`src/design/lc3b_types.sv`:
```
`default_nettype none

package lc3b_types;

    typedef logic [15:0] lc3b_word;
    typedef logic [2:0] lc3b_reg;

    typedef enum logic [3:0] {
        op_br   = 4'b0000,
        op_add  = 4'b0001,
        op_ldb  = 4'b0010,
        op_stb  = 4'b0011,
        op_jsr  = 4'b0100,
        op_and  = 4'b0101,
        op_ldr  = 4'b0110,
        op_str  = 4'b0111,
        op_rti  = 4'b1000,
        op_not  = 4'b1001,
        op_ldi  = 4'b1010,
        op_sti  = 4'b1011,
        op_jmp  = 4'b1100,
        op_shf  = 4'b1101,
        op_lea  = 4'b1110,
        op_trap = 4'b1111
    } lc3b_opcode;

    typedef enum logic [2:0] {
        alu_add,
        alu_and,
        alu_not,
        alu_pass,
        alu_sll,
        alu_srl,
        alu_sra
    } lc3b_aluop;

    // operate format, low holds imm5, sr2 in [2:0], or shift dir/amount
    typedef struct packed {
        lc3b_opcode opcode;
        lc3b_reg    dr;
        lc3b_reg    sr1;
        logic       imm_flag;
        logic [4:0] low;
    } lc3b_op_fmt;

    typedef struct packed {
        lc3b_opcode opcode;
        lc3b_reg    dr_sr;
        lc3b_reg    base;
        logic [5:0] offset6;
    } lc3b_mem_fmt;

    typedef union packed {
        lc3b_op_fmt  op;
        lc3b_mem_fmt mem;
    } lc3b_instr;

endpackage

`default_nettype wire

```
`src/design/pipe_pkg.sv`:
```
`default_nettype none

package pipe_pkg;

    localparam int queue_depth = 4;
    localparam int dmem_words = 32;

    typedef struct packed {
        lc3b_types::lc3b_opcode opcode;
        lc3b_types::lc3b_aluop  aluop;
        logic                   load_cc;
        logic                   load_regfile;
        logic                   sr2mux_sel;
        logic                   mem_read;
        logic                   mem_write;
        // 2'b11 selects the alu result, 2'b01 the memory word
        logic [1:0]             drmux_sel;
    } lc3b_control_word;

    typedef struct packed {
        lc3b_control_word     ctrl;
        lc3b_types::lc3b_reg  dr;
        lc3b_types::lc3b_reg  sr1;
        lc3b_types::lc3b_reg  sr2;
        lc3b_types::lc3b_word imm;
        // byte offset, already shifted left by one
        lc3b_types::lc3b_word offset;
    } queue_entry;

    typedef struct packed {
        lc3b_types::lc3b_reg  dr;
        lc3b_types::lc3b_word data;
    } wb_port;

endpackage

`default_nettype wire

```
`src/design/control_rom.sv`:
```
`timescale 1ns/1ns
`default_nettype none

module control_rom (
    input  lc3b_types::lc3b_opcode   opcode,
    // bit 5 of the word, also picks arithmetic right shift
    input  logic                     imm_check,
    input  logic                     rshf_check,
    output pipe_pkg::lc3b_control_word ctrl
);

    always_comb begin
        ctrl.opcode       = opcode;
        ctrl.aluop        = lc3b_types::alu_pass;
        ctrl.load_cc      = 1'b0;
        ctrl.load_regfile = 1'b0;
        ctrl.sr2mux_sel   = 1'b0;
        ctrl.mem_read     = 1'b0;
        ctrl.mem_write    = 1'b0;
        ctrl.drmux_sel    = 2'b00;

        case (opcode)
            lc3b_types::op_add: begin
                ctrl.aluop        = lc3b_types::alu_add;
                ctrl.load_regfile = 1'b1;
                ctrl.load_cc      = 1'b1;
                ctrl.sr2mux_sel   = imm_check;
                ctrl.drmux_sel    = 2'b11;
            end

            lc3b_types::op_and: begin
                ctrl.aluop        = lc3b_types::alu_and;
                ctrl.load_regfile = 1'b1;
                ctrl.load_cc      = 1'b1;
                ctrl.sr2mux_sel   = imm_check;
                ctrl.drmux_sel    = 2'b11;
            end

            lc3b_types::op_not: begin
                ctrl.aluop        = lc3b_types::alu_not;
                ctrl.load_regfile = 1'b1;
                ctrl.load_cc      = 1'b1;
                ctrl.drmux_sel    = 2'b11;
            end

            lc3b_types::op_shf: begin
                if (!rshf_check) begin
                    ctrl.aluop = lc3b_types::alu_sll;
                end else if (!imm_check) begin
                    ctrl.aluop = lc3b_types::alu_srl;
                end else begin
                    ctrl.aluop = lc3b_types::alu_sra;
                end
                ctrl.load_regfile = 1'b1;
                ctrl.load_cc      = 1'b1;
                ctrl.drmux_sel    = 2'b11;
            end

            lc3b_types::op_ldr: begin
                ctrl.mem_read     = 1'b1;
                ctrl.load_regfile = 1'b1;
                ctrl.load_cc      = 1'b1;
                ctrl.drmux_sel    = 2'b01;
            end

            // stores leave the condition codes alone
            lc3b_types::op_str: begin
                ctrl.mem_write = 1'b1;
            end

            // no pc in this slice, so these retire as no-ops
            lc3b_types::op_br, lc3b_types::op_trap, lc3b_types::op_jsr: begin
            end

            default: begin
                ctrl = '0;
            end
        endcase
    end

endmodule

`default_nettype wire

```
`src/design/decode_stage.sv`:
```
`timescale 1ns/1ns
`default_nettype none

module decode_stage (
    input  logic                  clk,
    input  logic                  rst_n,
    input  lc3b_types::lc3b_instr instr,
    input  logic                  instr_valid,
    output pipe_pkg::queue_entry  entry,
    output logic                  push
);

    lc3b_types::lc3b_instr      ir;
    pipe_pkg::lc3b_control_word ctrl;

    // push doubles as the valid flag of the instruction register
    always_ff @(posedge clk or negedge rst_n) begin
        if (!rst_n) begin
            push <= 1'b0;
        end else begin
            push <= instr_valid;
        end
    end

    always_ff @(posedge clk) begin
        if (instr_valid) begin
            ir <= instr;
        end
    end

    control_rom control_rom_i (
        .opcode     (ir.op.opcode),
        .imm_check  (ir.op.imm_flag),
        .rshf_check (ir.op.low[4]),
        .ctrl       (ctrl)
    );

    always_comb begin
        entry.ctrl   = ctrl;
        entry.dr     = ir.op.dr;
        entry.sr1    = ir.op.sr1;
        entry.sr2    = ir.op.low[2:0];
        entry.imm    = {{11{ir.op.low[4]}}, ir.op.low};
        entry.offset = {{9{ir.mem.offset6[5]}}, ir.mem.offset6, 1'b0};

        if (ctrl.mem_read || ctrl.mem_write) begin
            entry.sr1 = ir.mem.base;
        end
        // str reads its data register through the second read port
        if (ctrl.mem_write) begin
            entry.sr2 = ir.mem.dr_sr;
        end
    end

endmodule

`default_nettype wire

```
`src/design/execute_stage.sv`:
```
`timescale 1ns/1ns
`default_nettype none

module execute_stage (
    input  logic                 clk,
    input  logic                 rst_n,
    input  pipe_pkg::queue_entry head,
    input  logic                 not_empty,
    output logic                 pop,
    output logic                 wb_valid,
    output pipe_pkg::wb_port     wb,
    output logic [2:0]           cc
);

    lc3b_types::lc3b_word rf [8];
    lc3b_types::lc3b_word dmem [pipe_pkg::dmem_words];

    lc3b_types::lc3b_word sr1_val;
    lc3b_types::lc3b_word sr2_val;
    lc3b_types::lc3b_word opnd2;
    lc3b_types::lc3b_word alu_out;
    lc3b_types::lc3b_word addr_sum;
    logic [$clog2(pipe_pkg::dmem_words)-1:0] mem_idx;
    logic [3:0]       shamt;
    logic             ldr_wb;
    logic             ld_load_cc;
    pipe_pkg::wb_port ld_pend;
    pipe_pkg::wb_port wb_next;
    logic             alu_wb;
    logic             ld_start;
    logic             st_go;
    logic             wb_en;
    logic             cc_en;
    logic [2:0]       cc_next;

    // hold the queue while a load finishes its writeback cycle
    assign pop = not_empty && !ldr_wb;

    assign sr1_val  = rf[head.sr1];
    assign sr2_val  = rf[head.sr2];
    assign opnd2    = head.ctrl.sr2mux_sel ? head.imm : sr2_val;
    assign shamt    = head.imm[3:0];
    assign addr_sum = sr1_val + head.offset;
    assign mem_idx  = addr_sum[5:1];

    always_comb begin
        case (head.ctrl.aluop)
            lc3b_types::alu_add:  alu_out = sr1_val + opnd2;
            lc3b_types::alu_and:  alu_out = sr1_val & opnd2;
            lc3b_types::alu_not:  alu_out = ~sr1_val;
            lc3b_types::alu_sll:  alu_out = sr1_val << shamt;
            lc3b_types::alu_srl:  alu_out = sr1_val >> shamt;
            lc3b_types::alu_sra:  alu_out = $signed(sr1_val) >>> shamt;
            default:              alu_out = sr1_val;
        endcase
    end

    assign alu_wb   = pop && head.ctrl.load_regfile && (head.ctrl.drmux_sel == 2'b11);
    assign ld_start = pop && head.ctrl.mem_read;
    assign st_go    = pop && head.ctrl.mem_write;
    assign wb_en    = alu_wb || ldr_wb;

    always_comb begin
        if (ldr_wb) begin
            wb_next = ld_pend;
            cc_en   = ld_load_cc;
        end else begin
            wb_next.dr   = head.dr;
            wb_next.data = alu_out;
            cc_en        = head.ctrl.load_cc;
        end
    end

    // n z p
    assign cc_next = {wb_next.data[15],
                      wb_next.data == '0,
                      !wb_next.data[15] && (wb_next.data != '0)};

    always_ff @(posedge clk or negedge rst_n) begin
        if (!rst_n) begin
            ldr_wb     <= 1'b0;
            ld_load_cc <= 1'b0;
            wb_valid   <= 1'b0;
            cc         <= 3'b000;
            for (int i = 0; i < 8; i++) begin
                rf[i] <= '0;
            end
        end else begin
            ldr_wb   <= ld_start;
            wb_valid <= wb_en;
            if (ld_start) begin
                ld_load_cc <= head.ctrl.load_cc;
            end
            if (wb_en) begin
                rf[wb_next.dr] <= wb_next.data;
                if (cc_en) begin
                    cc <= cc_next;
                end
            end
        end
    end

    always_ff @(posedge clk) begin
        if (wb_en) begin
            wb <= wb_next;
        end
        if (ld_start) begin
            ld_pend.dr   <= head.dr;
            ld_pend.data <= dmem[mem_idx];
        end
        if (st_go) begin
            dmem[mem_idx] <= sr2_val;
        end
    end

endmodule

`default_nettype wire

```
`src/design/issue_queue.sv`:
```
`timescale 1ns/1ns
`default_nettype none

module issue_queue (
    input  logic                 clk,
    input  logic                 rst_n,
    input  logic                 push,
    input  pipe_pkg::queue_entry entry_in,
    input  logic                 pop,
    output pipe_pkg::queue_entry head,
    output logic                 not_empty,
    output logic                 full
);

    pipe_pkg::queue_entry slots [pipe_pkg::queue_depth];

    logic [$clog2(pipe_pkg::queue_depth)-1:0] wr_ptr;
    logic [$clog2(pipe_pkg::queue_depth)-1:0] rd_ptr;
    logic [$clog2(pipe_pkg::queue_depth):0]   count;
    logic                                     do_push;
    logic                                     do_pop;

    assign not_empty = (count != '0);
    assign full      = (count == pipe_pkg::queue_depth);
    assign do_push   = push && !full;
    assign do_pop    = pop && not_empty;
    assign head      = slots[rd_ptr];

    // depth is a power of two, pointers wrap on their own
    always_ff @(posedge clk or negedge rst_n) begin
        if (!rst_n) begin
            wr_ptr <= '0;
            rd_ptr <= '0;
            count  <= '0;
        end else begin
            if (do_push) begin
                wr_ptr <= wr_ptr + 1'b1;
            end
            if (do_pop) begin
                rd_ptr <= rd_ptr + 1'b1;
            end
            case ({do_push, do_pop})
                2'b10:   count <= count + 1'b1;
                2'b01:   count <= count - 1'b1;
                default: count <= count;
            endcase
        end
    end

    always_ff @(posedge clk) begin
        if (do_push) begin
            slots[wr_ptr] <= entry_in;
        end
    end

endmodule

`default_nettype wire

```
`src/design/lc3b_slice.sv`:
```
`timescale 1ns/1ns
`default_nettype none

module lc3b_slice (
    input  logic                  clk,
    input  logic                  rst_n,
    input  lc3b_types::lc3b_instr instr,
    input  logic                  instr_valid,
    output logic                  full,
    output logic                  wb_valid,
    output pipe_pkg::wb_port      wb,
    output logic [2:0]            cc
);

    pipe_pkg::queue_entry dec_entry;
    pipe_pkg::queue_entry head;
    logic                 push;
    logic                 pop;
    logic                 not_empty;

    decode_stage decode_stage_i (
        .clk         (clk),
        .rst_n       (rst_n),
        .instr       (instr),
        .instr_valid (instr_valid),
        .entry       (dec_entry),
        .push        (push)
    );

    issue_queue issue_queue_i (
        .clk       (clk),
        .rst_n     (rst_n),
        .push      (push),
        .entry_in  (dec_entry),
        .pop       (pop),
        .head      (head),
        .not_empty (not_empty),
        .full      (full)
    );

    execute_stage execute_stage_i (
        .clk       (clk),
        .rst_n     (rst_n),
        .head      (head),
        .not_empty (not_empty),
        .pop       (pop),
        .wb_valid  (wb_valid),
        .wb        (wb),
        .cc        (cc)
    );

endmodule

`default_nettype wire

```
`config.mk`:
```
export PLATFORM = sky130hd
export DESIGN_NAME = lc3b_slice
export DESIGN_NICKNAME = d
export VERILOG_FILES = /design/src/design/lc3b_types.sv /design/src/design/pipe_pkg.sv /design/src/design/control_rom.sv /design/src/design/decode_stage.sv /design/src/design/execute_stage.sv /design/src/design/issue_queue.sv /design/src/design/lc3b_slice.sv
export SDC_FILE = /design/constraint.sdc
export NUM_CORES = 1
export LEC_CHECK = 0
export ABC_AREA = 0
export BUFFER_PORTS_ARGS = -buffer_cell sky130_fd_sc_hd__buf_4
export CAP_MARGIN = 5
export CORE_MARGIN = 2
export CORE_UTILIZATION = 40
export CTS_CLUSTER_DIAMETER = 50
export DETAILED_ROUTE_END_ITERATION = 8
export GPL_ROUTABILITY_DRIVEN = 1
export PLACE_DENSITY_LB_ADDON = 0.25
export SYNTH_ARGS = -nofsm -noshare
export SYNTH_HDL_FRONTEND = slang
export SYNTH_SLANG_ARGS = --single-unit
```
`constraint.sdc`:
```
create_clock -name clk -period 5.9 [get_ports clk]
set_clock_uncertainty 0.1 [all_clocks]
set_input_delay 1.475 -clock clk [delete_from_list [all_inputs] [get_ports clk]]
set_output_delay 1.475 -clock clk [all_outputs]
set_load 0.005 [all_outputs]
```
==> results by group, run 1 <==
Worst setup path
  – Buf/Inv on CP: 1
  – Setup CP Type: register to register
  – Critical Path RT: 6370 ps
  – Arr. time, crit path: 6270 ps
  – CP cell instances: buf_4 > mux4_2 > mux4_2 > mux2_2 > mux2_2 > ha_1 > fa_1 > a21o_1 > a311oi_2 > o21bai_1 > xor2_1 > a222oi_1 > o21ai_2 > a221oi_4 > nand4_1 > nor3_2 > a32o_1
  – Critical Path End Type: register
  – CP delay by family, top: compound AO/OA/AOI/OAI gates
  – Crit-path max cell delay: 650 ps
  – Crit start category: register
  – Crit path max-delay cell type: a222oi_1
  – CP Max Fanout: 7

Cells and area
  – Commonest non-fill, non-tap cells in the layout: 658 x edfxtp_1, 214 x buf_4, 209 x nand2_1
  – Commonest non-fill, non-tap cell in the layout: edfxtp_1
  – Layout cells sized above 1: 25.6%
  – Fill cells: 7,720
  – Area Overhead vs Synth: 16.6%
  – Area of the multi-input gates: 11,500 um^2
  – Final Net Count: 2,516
  – Reg area: 23,300 um^2

Placed design
  – Placer Congestion: 1.02
  – Pre-CTS setup slack: -119 ps
  – Port Buffers: 42
  – Hpwl dp: 75,500 um

Logic synthesis
  – Post-synth EDFFs: 658
  – Seq cells post-synth: 800
  – Async S/R FF share, synth: 17.8%
  – Count of different cell masters after synthesis: 89
  – Avg Synthesized Cell Area: 15.6 um^2
  – Simple-Gate Fraction of Synth Area: 5.94%
  – Top_reg_cell synth: edfxtp_1
  – Synth Instances: 2,279
  – Largest cells by area after synthesis: edfxtp_1 56%, mux4_2 11%, dfrtp_1 10%, mux2i_1 2.7%, o21ai_0 2.3%
  – Area leader, netlist: edfxtp_1
  – Share of the synthesized area in the top cell type: 55.7%
  – Sequential-to-total area share from yosys stat: 65.8%
  – Synth Area in Adders: 1.05%
  – Main combinational cell family by area after synthesis: multiplexers
  – Synth Area in Compound Gates: 8.95%
  – Mux cell area share after synthesis: 15.5%
  – Total of warnings raised by yosys: 0
  – Net Count, Synth: 2,326
  – Synth Area in XOR/XNOR: 0.593%
  – Mapped cell area: 35,500 um^2

CTS
  – Clk root buf: clkbuf_16
  – Clock sinks: 800
  – Clk Latency, worst-skew pair: 680 ps
  – CTS tree: done
  – Post-cts hold buffer count: 0
  – # H-tree levels: 3
  – Clk slew on worst S/H paths: 60 ps
  – Num CTS Buffers: 96
  – Buffer depth of the longest clock path: 3

Worst hold path
  – Hold crit path type: register to register

STA
  – Final period util: 98.2%
  – Unrepaired setup endpoints after global routing: false
  – Slew headroom: 19.3%
  – Fmax: 0.173 GHz
  – Pins Over Slew Limit: 0
  – Hold_ws: 390 ps
  – Final Critical Period: 5790 ps
  – Final setup viols: 0
  – Worst setup margin: 108 ps
  – Least-Margin Pin Slew: 1210 ps
  – Final hold violations: 0

Route
  – Vias per inst: 5.96
  – DR pass1 iterations: 6
  – Routed wl met2: 53,600 um
  – Highest routed layer: met4
  – Post-route antenna net violation count: 0
  – Total Wirelength: 111,000 um
  – Routed len/inst: 29.9 um
  – Met3 Wirelength: 6830 um
  – M1 WL: 44,800 um
  – First DRT Iteration DRCs: 2,130
  – DR vias: 22.1k
  – Post-route DRC: 0

Global routing
  – Grt ovf: 0
  – First-pass GRT wire length: 160,000 um
  – Largest net degree at the start of global routing: 97
  – Initial antenna violation count: 3
  – GRT Total Usage: 24.5%
  – Vias in the first global route: 22.3k

Floorplanning
  – Number of cell rows: 109
  – Die X: 302 um
  – CORE AREA: 88,100 um^2
  – Top Ports: 43
  – Initial core utilization: 40.2%
  – Chip height: 302 um
  – Die area: 91,000 um^2

Run
  – Max-cap viol count: 0

Run status
  – Status: finished, final reports clean
-- flip-flops by register name, indices dropped and copies added, names as in the netlist --
name and flops:
decode_stage_i.ir 16, decode_stage_i.push 1, execute_stage_i.cc 3, execute_stage_i.dmem 512, execute_stage_i.ld_load_cc 1, execute_stage_i.ld_pend 19
execute_stage_i.ldr_wb 1, execute_stage_i.rf 128, execute_stage_i.wb 19, execute_stage_i.wb_valid 1, issue_queue_i.count 3, issue_queue_i.rd_ptr 2
issue_queue_i.slots 92, issue_queue_i.wr_ptr 2
-- stage by stage --
stage | util (%) | TNS (ps) | std cells | area (um^2)
detailed placement | 43.2 | -387 | 3527 | 38000
CTS | 46.8 | 0 | 3707 | 41300
global placement | 43.2 | -274 | 3527 | 38000
finish | 46.9 | 0 | 3710 | 41300
global route | 46.9 | 0 | 3709 | 41300
floorplan | - | 0 | 2279 | 35500
-- worst reg2reg max path, cell delays in order (launching register included) --
cell and delay (ps):
dfrtp_1 370, buf_4 220, mux4_2 590, mux4_2 320, mux2_2 290, mux2_2 270, ha_1 270, fa_1 480
a21o_1 230, a311oi_2 440, o21bai_1 150, xor2_1 160, a222oi_1 650, o21ai_2 200, a221oi_4 380, nand4_1 150
nor3_2 230, a32o_1 210
-- path summary, 6_finish.rpt --
path | depth (start not counted) | start | slack (ps) | endpoint
max | 17 | issue_queue_i.rd_ptr[0] | 110 | execute_stage_i.cc[1]
min | 1 | issue_queue_i.count[2] | 390 | issue_queue_i.count[2]
max reg2reg | 17 | issue_queue_i.rd_ptr[0] | 110 | execute_stage_i.cc[1]
min reg2reg | 1 | issue_queue_i.count[2] | 390 | issue_queue_i.count[2]
max in group asynchronous | 2 | rst_n | 3930 | execute_stage_i.rf[117]
min in group asynchronous | 1 | rst_n | 800 | issue_queue_i.wr_ptr[1]
-- area by class of cell --
| cell class | count | area share, % |
|---|---|---|
| diodes | 1 | 0.00605 |
| repair buffers | 221 | 4.20 |
| clock inverters | 52 | 1.41 |
| multi-input cells | 1299 | 27.7 |
| clock buffers | 121 | 6.32 |
| well taps | 1165 | 3.53 |
| inverters | 51 | 0.463 |
| flip-flops and latches | 800 | 56.4 |
-- timing repair --
action                                  4_1_cts  5_1_grt
endpoints found under the setup margin       12       43
gates resized for setup                       1        7
pin swaps                                     1        3
hold endpoints to repair                      0        0
cloned                                        0        1
buffers inserted                              7        1
-- layer usage --
layer / global-route usage, % / up-vias
met5: 0 / -
met4: 11.0 / 0
met3: 3.99 / 235
li1: - / 9456
met1: 32.3 / 11510
met2: 40.1 / 920
-- synth_stat cells (all sizes together), types with 21 or more instances --
| cell | count |
|---|---|
| clkbuf | 92 |
| o21ai | 171 |
| buf | 38 |
| nor3 | 30 |
| ha | 25 |
| o22ai | 43 |
| a22oi | 53 |
| mux2i | 97 |
| mux2 | 45 |
| mux4 | 178 |
| dfrtp | 142 |
| nand2 | 209 |
| a21oi | 50 |
| nor2 | 113 |
| edfxtp | 658 |
| nand4 | 21 |
| inv | 50 |
-- cells by family (layout without fill, tap and decap cells) --
family	after synthesis	count (layout)
flops	800	800
compound gates	469	469
simple gates	457	457
mux	320	321
buf+inv	181	445
fa+ha+maj	28	28
xor+xnor	24	24
other cells	0	1
Power of run 1 is not shown: default switching activity piles up to over one toggle a cycle in this logic, so the estimate is an artifact.
==> run 2: changes to the inputs <==
==> constraint.sdc (replaced) <==
create_clock -name clk -period 5.1 [get_ports clk]
set_clock_uncertainty 0.1 [all_clocks]
set_input_delay 1.275 -clock clk [delete_from_list [all_inputs] [get_ports clk]]
set_output_delay 1.275 -clock clk [all_outputs]
set_load 0.01 [all_outputs]
==> run 2 against run 1 <==
Net effect: the flow now finishes with violations (negative setup slack); flip-flop and latch count unchanged; die area unchanged; design area increased by 7.0%; cell count increased by 5.3%; global-route usage increased by 0.94 points; largest cell class unchanged; highest routed layer unchanged.
==> results by group, run 2 (synthesized netlist as in run 1, its figures left out) <==
CTS
  – Clk root buf: clkbuf_16
  – Clock sinks: 800
  – Clk slew on worst S/H paths: 60 ps
  – CTS tree: done
  – Clk Latency, worst-skew pair: 700 ps
  – Num CTS Buffers: 94
  – Buffer depth of the longest clock path: 3
  – # H-tree levels: 3

STA
  – Least-Margin Pin Slew: 967 ps
  – Final setup viols: 1
  – Final period util: 101%
  – Pins Over Slew Limit: 0
  – Final hold violations: 0
  – Unrepaired setup endpoints after global routing: true
  – Final Critical Period: 5140 ps
  – Fmax: 0.195 GHz
  – Worst setup margin: -41.1 ps
  – Slew headroom: 33.9%

Cells and area
  – Commonest non-fill, non-tap cell in the layout: edfxtp_1
  – Final Net Count: 2,712
  – Layout cells sized above 1: 34.6%
  – Area Overhead vs Synth: 24.8%
  – Commonest non-fill, non-tap cells in the layout: 658 x edfxtp_1, 337 x buf_4, 207 x nand2_1
  – Util after Layout: 50.2%
  – Largest Register: execute_stage_i.dmem
  – Biggest regs: execute_stage_i.dmem: 512 flops, execute_stage_i.rf: 128 flops, issue_queue_i.slots: 92 flops
  – Largest register FFs: 512

Global routing
  – First-pass GRT wire length: 166,000 um
  – GRT Total Usage: 25.4%
  – Largest net degree at the start of global routing: 95
  – Initial antenna violation count: 1
  – Grt ovf: 0
  – Vias in the first global route: 23.2k

Placed design
  – Hpwl dp: 80,000 um
  – Placer Congestion: 1.00
  – Pre-CTS setup slack: -424 ps
  – Port Buffers: 42

Run status
  – Status: finished, violations left
  – Failing checks: negative setup slack

Route
  – Post-route antenna net violation count: 0
  – Total Wirelength: 115,000 um
  – DR pass1 iterations: 7
  – Vias per inst: 5.88
  – DR vias: 22.9k
  – First DRT Iteration DRCs: 2,732
  – Routed len/inst: 29.4 um
  – Post-route DRC: 0

Worst hold path
  – Hold crit path type: register to register

Worst setup path
  – Critical Path RT: 5590 ps
  – Crit start category: register
  – Critical Path End Type: register
  – CP Max Fanout: 6
  – Arr. time, crit path: 5640 ps
  – Setup CP Type: register to register

Floorplanning
  – Top Ports: 43
  – Die X: 302 um
  – Initial core utilization: 40.2%
  – Die area: 91,000 um^2
  – Number of cell rows: 109
  – CORE AREA: 88,100 um^2
  – Chip height: 302 um

Run
  – Max-cap viol count: 0
## run 2: worst paths after layout
check	from	endpoint	slack [ps]	cells past startpoint
max in group asynchronous	rst_n	execute_stage_i.rf[60]	3330	2
hold reg to reg	issue_queue_i.count[2]	issue_queue_i.count[2]	400	1
hold / removal	issue_queue_i.count[2]	issue_queue_i.count[2]	400	1
min in group asynchronous	rst_n	execute_stage_i.ldr_wb	540	1
setup / recovery	issue_queue_i.rd_ptr[0]	execute_stage_i.cc[1]	-40	20
setup reg to reg	issue_queue_i.rd_ptr[0]	execute_stage_i.cc[1]	-40	20
## run 2: stage by stage
| stage | hold slack, ps | cell area [um^2] | cells | TNS (ps) |
|---|---|---|---|---|
| floorplan | 348 | 35700 | 2279 | -36840 |
| global placement | 370 | 40100 | 3700 | -9890 |
| detailed placement | 378 | 40100 | 3700 | -12900 |
| CTS | 389 | 43700 | 3890 | -363 |
| global route | 402 | 44200 | 3904 | -2690 |
| finish | 395 | 44200 | 3905 | -41.1 |
## run 2: repair_timing
item	4_1_cts	5_1_grt
buffers inserted	21	14
pin swaps	23	30
hold buffers	0	0
endpoints found under the setup margin	89	649
resized for setup	56	99
gates cloned	1	1
## run 2: routing by layer
layer	GRT usage, %	vias to the layer above	routed length (um)
li1	-	9847	-
met5	0	-	0
met4	12.3	0	5720
met1	33.6	11957	46700
met2	41.8	887	56300
met3	3.33	254	6240
## run 2: area by class of cell
type,count,area (um^2)
inverters,51,191
clock buffers,116,2500
well taps,1165,1460
fillers,7409,43900
multi-input cells,1298,12100
repair buffers,420,4040
diodes,1,2.50
flip-flops and latches,800,23300
clock inverters,54,668
## run 2: critical path: stages (launching register included)
cell	delay (ps)
dfrtp_2	400
buf_12	120
mux4_2	590
buf_12	180
buf_6	100
mux4_2	270
mux2_4	300
mux2_4	280
ha_4	170
buf_6	110
or3_4	380
a311oi_4	310
o31ai_2	140
xnor2_1	210
o221ai_2	140
a31oi_1	180
nand4_1	160
o31ai_4	340
nand4_1	150
nor3_2	210
a32o_1	210
Power of run 2 is left out for the same reason.
==> run 3: changes to the inputs <==
- SYNTH_HIERARCHICAL: unset -> 1
==> run 3 against run 2 <==
Net effect: the run still ends with negative setup slack left; utilization fell by 1.6 points; via count increased by 8.8%; worst setup slack worse by 24 ps; flip-flop and latch count up 72; critical path type unchanged; first-iteration DRC count shrank 3.0%; non-clock buffer count decreased by 13.
==> results by group, run 3 <==
Floorplanning
  – CORE AREA: 100,000 um^2
  – Chip height: 322 um
  – Number of cell rows: 116
  – Die area: 104,000 um^2
  – Top Ports: 43
  – Die X: 322 um
  – Initial core utilization: 40.4%

Cells and area
  – Biggest regs: execute_stage_i/dmem: 512 flops, issue_queue_i/slots: 164 flops, execute_stage_i/rf: 128 flops
  – Commonest non-fill, non-tap cell in the layout: edfxtp_1
  – Largest register FFs: 512
  – Area Overhead vs Synth: 20.2%
  – Post-route insts no fill: 4,127
  – Fill cells: 8,410
  – Util after Layout: 48.6%
  – Layout cells sized above 1: 39.6%
  – Final Net Count: 2,796
  – Commonest non-fill, non-tap cells in the layout: 730 x edfxtp_1, 349 x buf_4, 260 x mux4_2
  – Largest Register: execute_stage_i/dmem

Logic synthesis
  – Avg Synthesized Cell Area: 16.7 um^2
  – Mapped cell area: 40,500 um^2
  – Total of warnings raised by yosys: 6
  – Net Count, Synth: 2,464
  – Synth Instances: 2,417

CTS
  – Clk Latency, worst-skew pair: 680 ps
  – # H-tree levels: 3
  – Post-cts hold buffer count: 0
  – Clk root buf: clkbuf_16
  – Num CTS Buffers: 96
  – Clock sinks: 872
  – Buffer depth of the longest clock path: 3
  – Clk slew on worst S/H paths: 60 ps
  – CTS tree: done

Route
  – Post-route antenna net violation count: 0
  – First DRT Iteration DRCs: 2,649
  – Routed len/inst: 29.9 um
  – DR pass1 iterations: 5
  – DR vias: 25.0k
  – Post-route DRC: 0
  – Vias per inst: 6.05
  – Total Wirelength: 123,000 um

Worst setup path
  – Critical Path RT: 5540 ps
  – Reg2reg setup slack: -70 ps
  – Reg2reg start: issue_queue_i/slots[3][36]
  – Critical Path End Type: register
  – CP Max Fanout: 27
  – R2R depth: 18
  – Setup CP Type: register to register
  – Arr. time, crit path: 5610 ps
  – R2R Path End: execute_stage_i/cc[0]
  – Crit start category: register

Run status
  – Failing checks: negative setup slack
  – Status: finished, violations left

STA
  – Worst setup margin: -65.5 ps
  – Final period util: 101%
  – Final Critical Period: 5170 ps
  – Final hold violations: 0
  – Pins Over Slew Limit: 0
  – Least-Margin Pin Slew: 1220 ps
  – Fmax: 0.194 GHz
  – Final setup viols: 2
  – Slew headroom: 18.3%
  – Unrepaired setup endpoints after global routing: true
  – Hold_ws: 423 ps

Global routing
  – First-pass GRT wire length: 180,000 um
  – Largest net degree at the start of global routing: 82
  – Grt ovf: 0
  – GRT Total Usage: 24.0%
  – Initial antenna violation count: 2
  – Vias in the first global route: 25.2k

Worst hold path
  – Hold crit path type: register to register
  – Critical hold path startpoint: execute_stage_i/ld_load_cc
  – WHS Endpoint: execute_stage_i/ld_load_cc
  – Hold depth: 1

Placed design
  – Pre-CTS setup slack: -331 ps
  – Placed Cells: 3,933
  – Port Buffers: 42
  – Hpwl dp: 86,600 um
  – Placer Congestion: 0.995

Run
  – Max-cap viol count: 0
run 3: per-stage QoR:
step           TNS [ps]  instance area (um^2)
2_1_floorplan     -6910                 40700
3_3_place_gp      -2410                 45000
3_5_place_dp      -3550                 45000
4_1_cts           -73.3                 48400
5_1_grt            -891                 48700
6_report          -80.2                 48700
run 3: worst max path at each step:
stage                          startpoint                          end  slack (ps)  cells past startpoint
4_1_cts           issue_queue_i/rd_ptr[0]        execute_stage_i/cc[0]         -40                     18
6_report       issue_queue_i/slots[3][36]        execute_stage_i/cc[0]         -70                     18
3_3_place_gp      issue_queue_i/rd_ptr[0]        execute_stage_i/cc[0]        -390                     17
3_5_place_dp      issue_queue_i/rd_ptr[0]        execute_stage_i/cc[0]        -330                     17
2_1_floorplan     issue_queue_i/rd_ptr[0]  execute_stage_i/dmem[18][0]        -110                     18
5_1_grt           issue_queue_i/rd_ptr[0]        execute_stage_i/cc[0]        -150                     17
run 3: repair_timing:
action                                  in CTS  in global routing
gates cloned                                 1                  0
resized for setup                           14                 46
endpoints found under the setup margin      61                298
setup buffers                               11                  4
pin swaps                                    4                 14
run 3: critical path: stages, from the launching register on:
cell and delay, ps:
edfxtp_1 460, mux4_4 780, buf_12 220, buf_12 150, buf_12 170, mux2_2 260
o22ai_1 90, nor2_1 540, ha_1 400, a21o_1 180, a21oi_1 180, buf_4 140
a21oi_2 60, mux2i_1 150, nor4b_2 340, a21oi_2 140, nor4b_2 290, nand4_1 150
o211a_1 160
run 3: final cells by class:
type | count | area (um^2) | share of cell area (%)
timing repair buffer | 407 | 3770 | 7.75
tap | 1298 | 1620 | 3.34
inverter | 27 | 101 | 0.208
multi-input combinational | 1345 | 14500 | 29.8
clock buffer | 128 | 2620 | 5.38
antenna | 3 | 7.51 | 0.0154
clock inverter | 47 | 568 | 1.17
sequential | 872 | 25500 | 52.4
run 3: routing by layer:
layer / share of wire [%] / global-route usage, %
met1: 43 / 34.6
met5: 0 / 0
met4: 2.9 / 6.33
met3: 7.0 / 3.78
met2: 47 / 38.1
Power of run 3 is left out for the same reason.
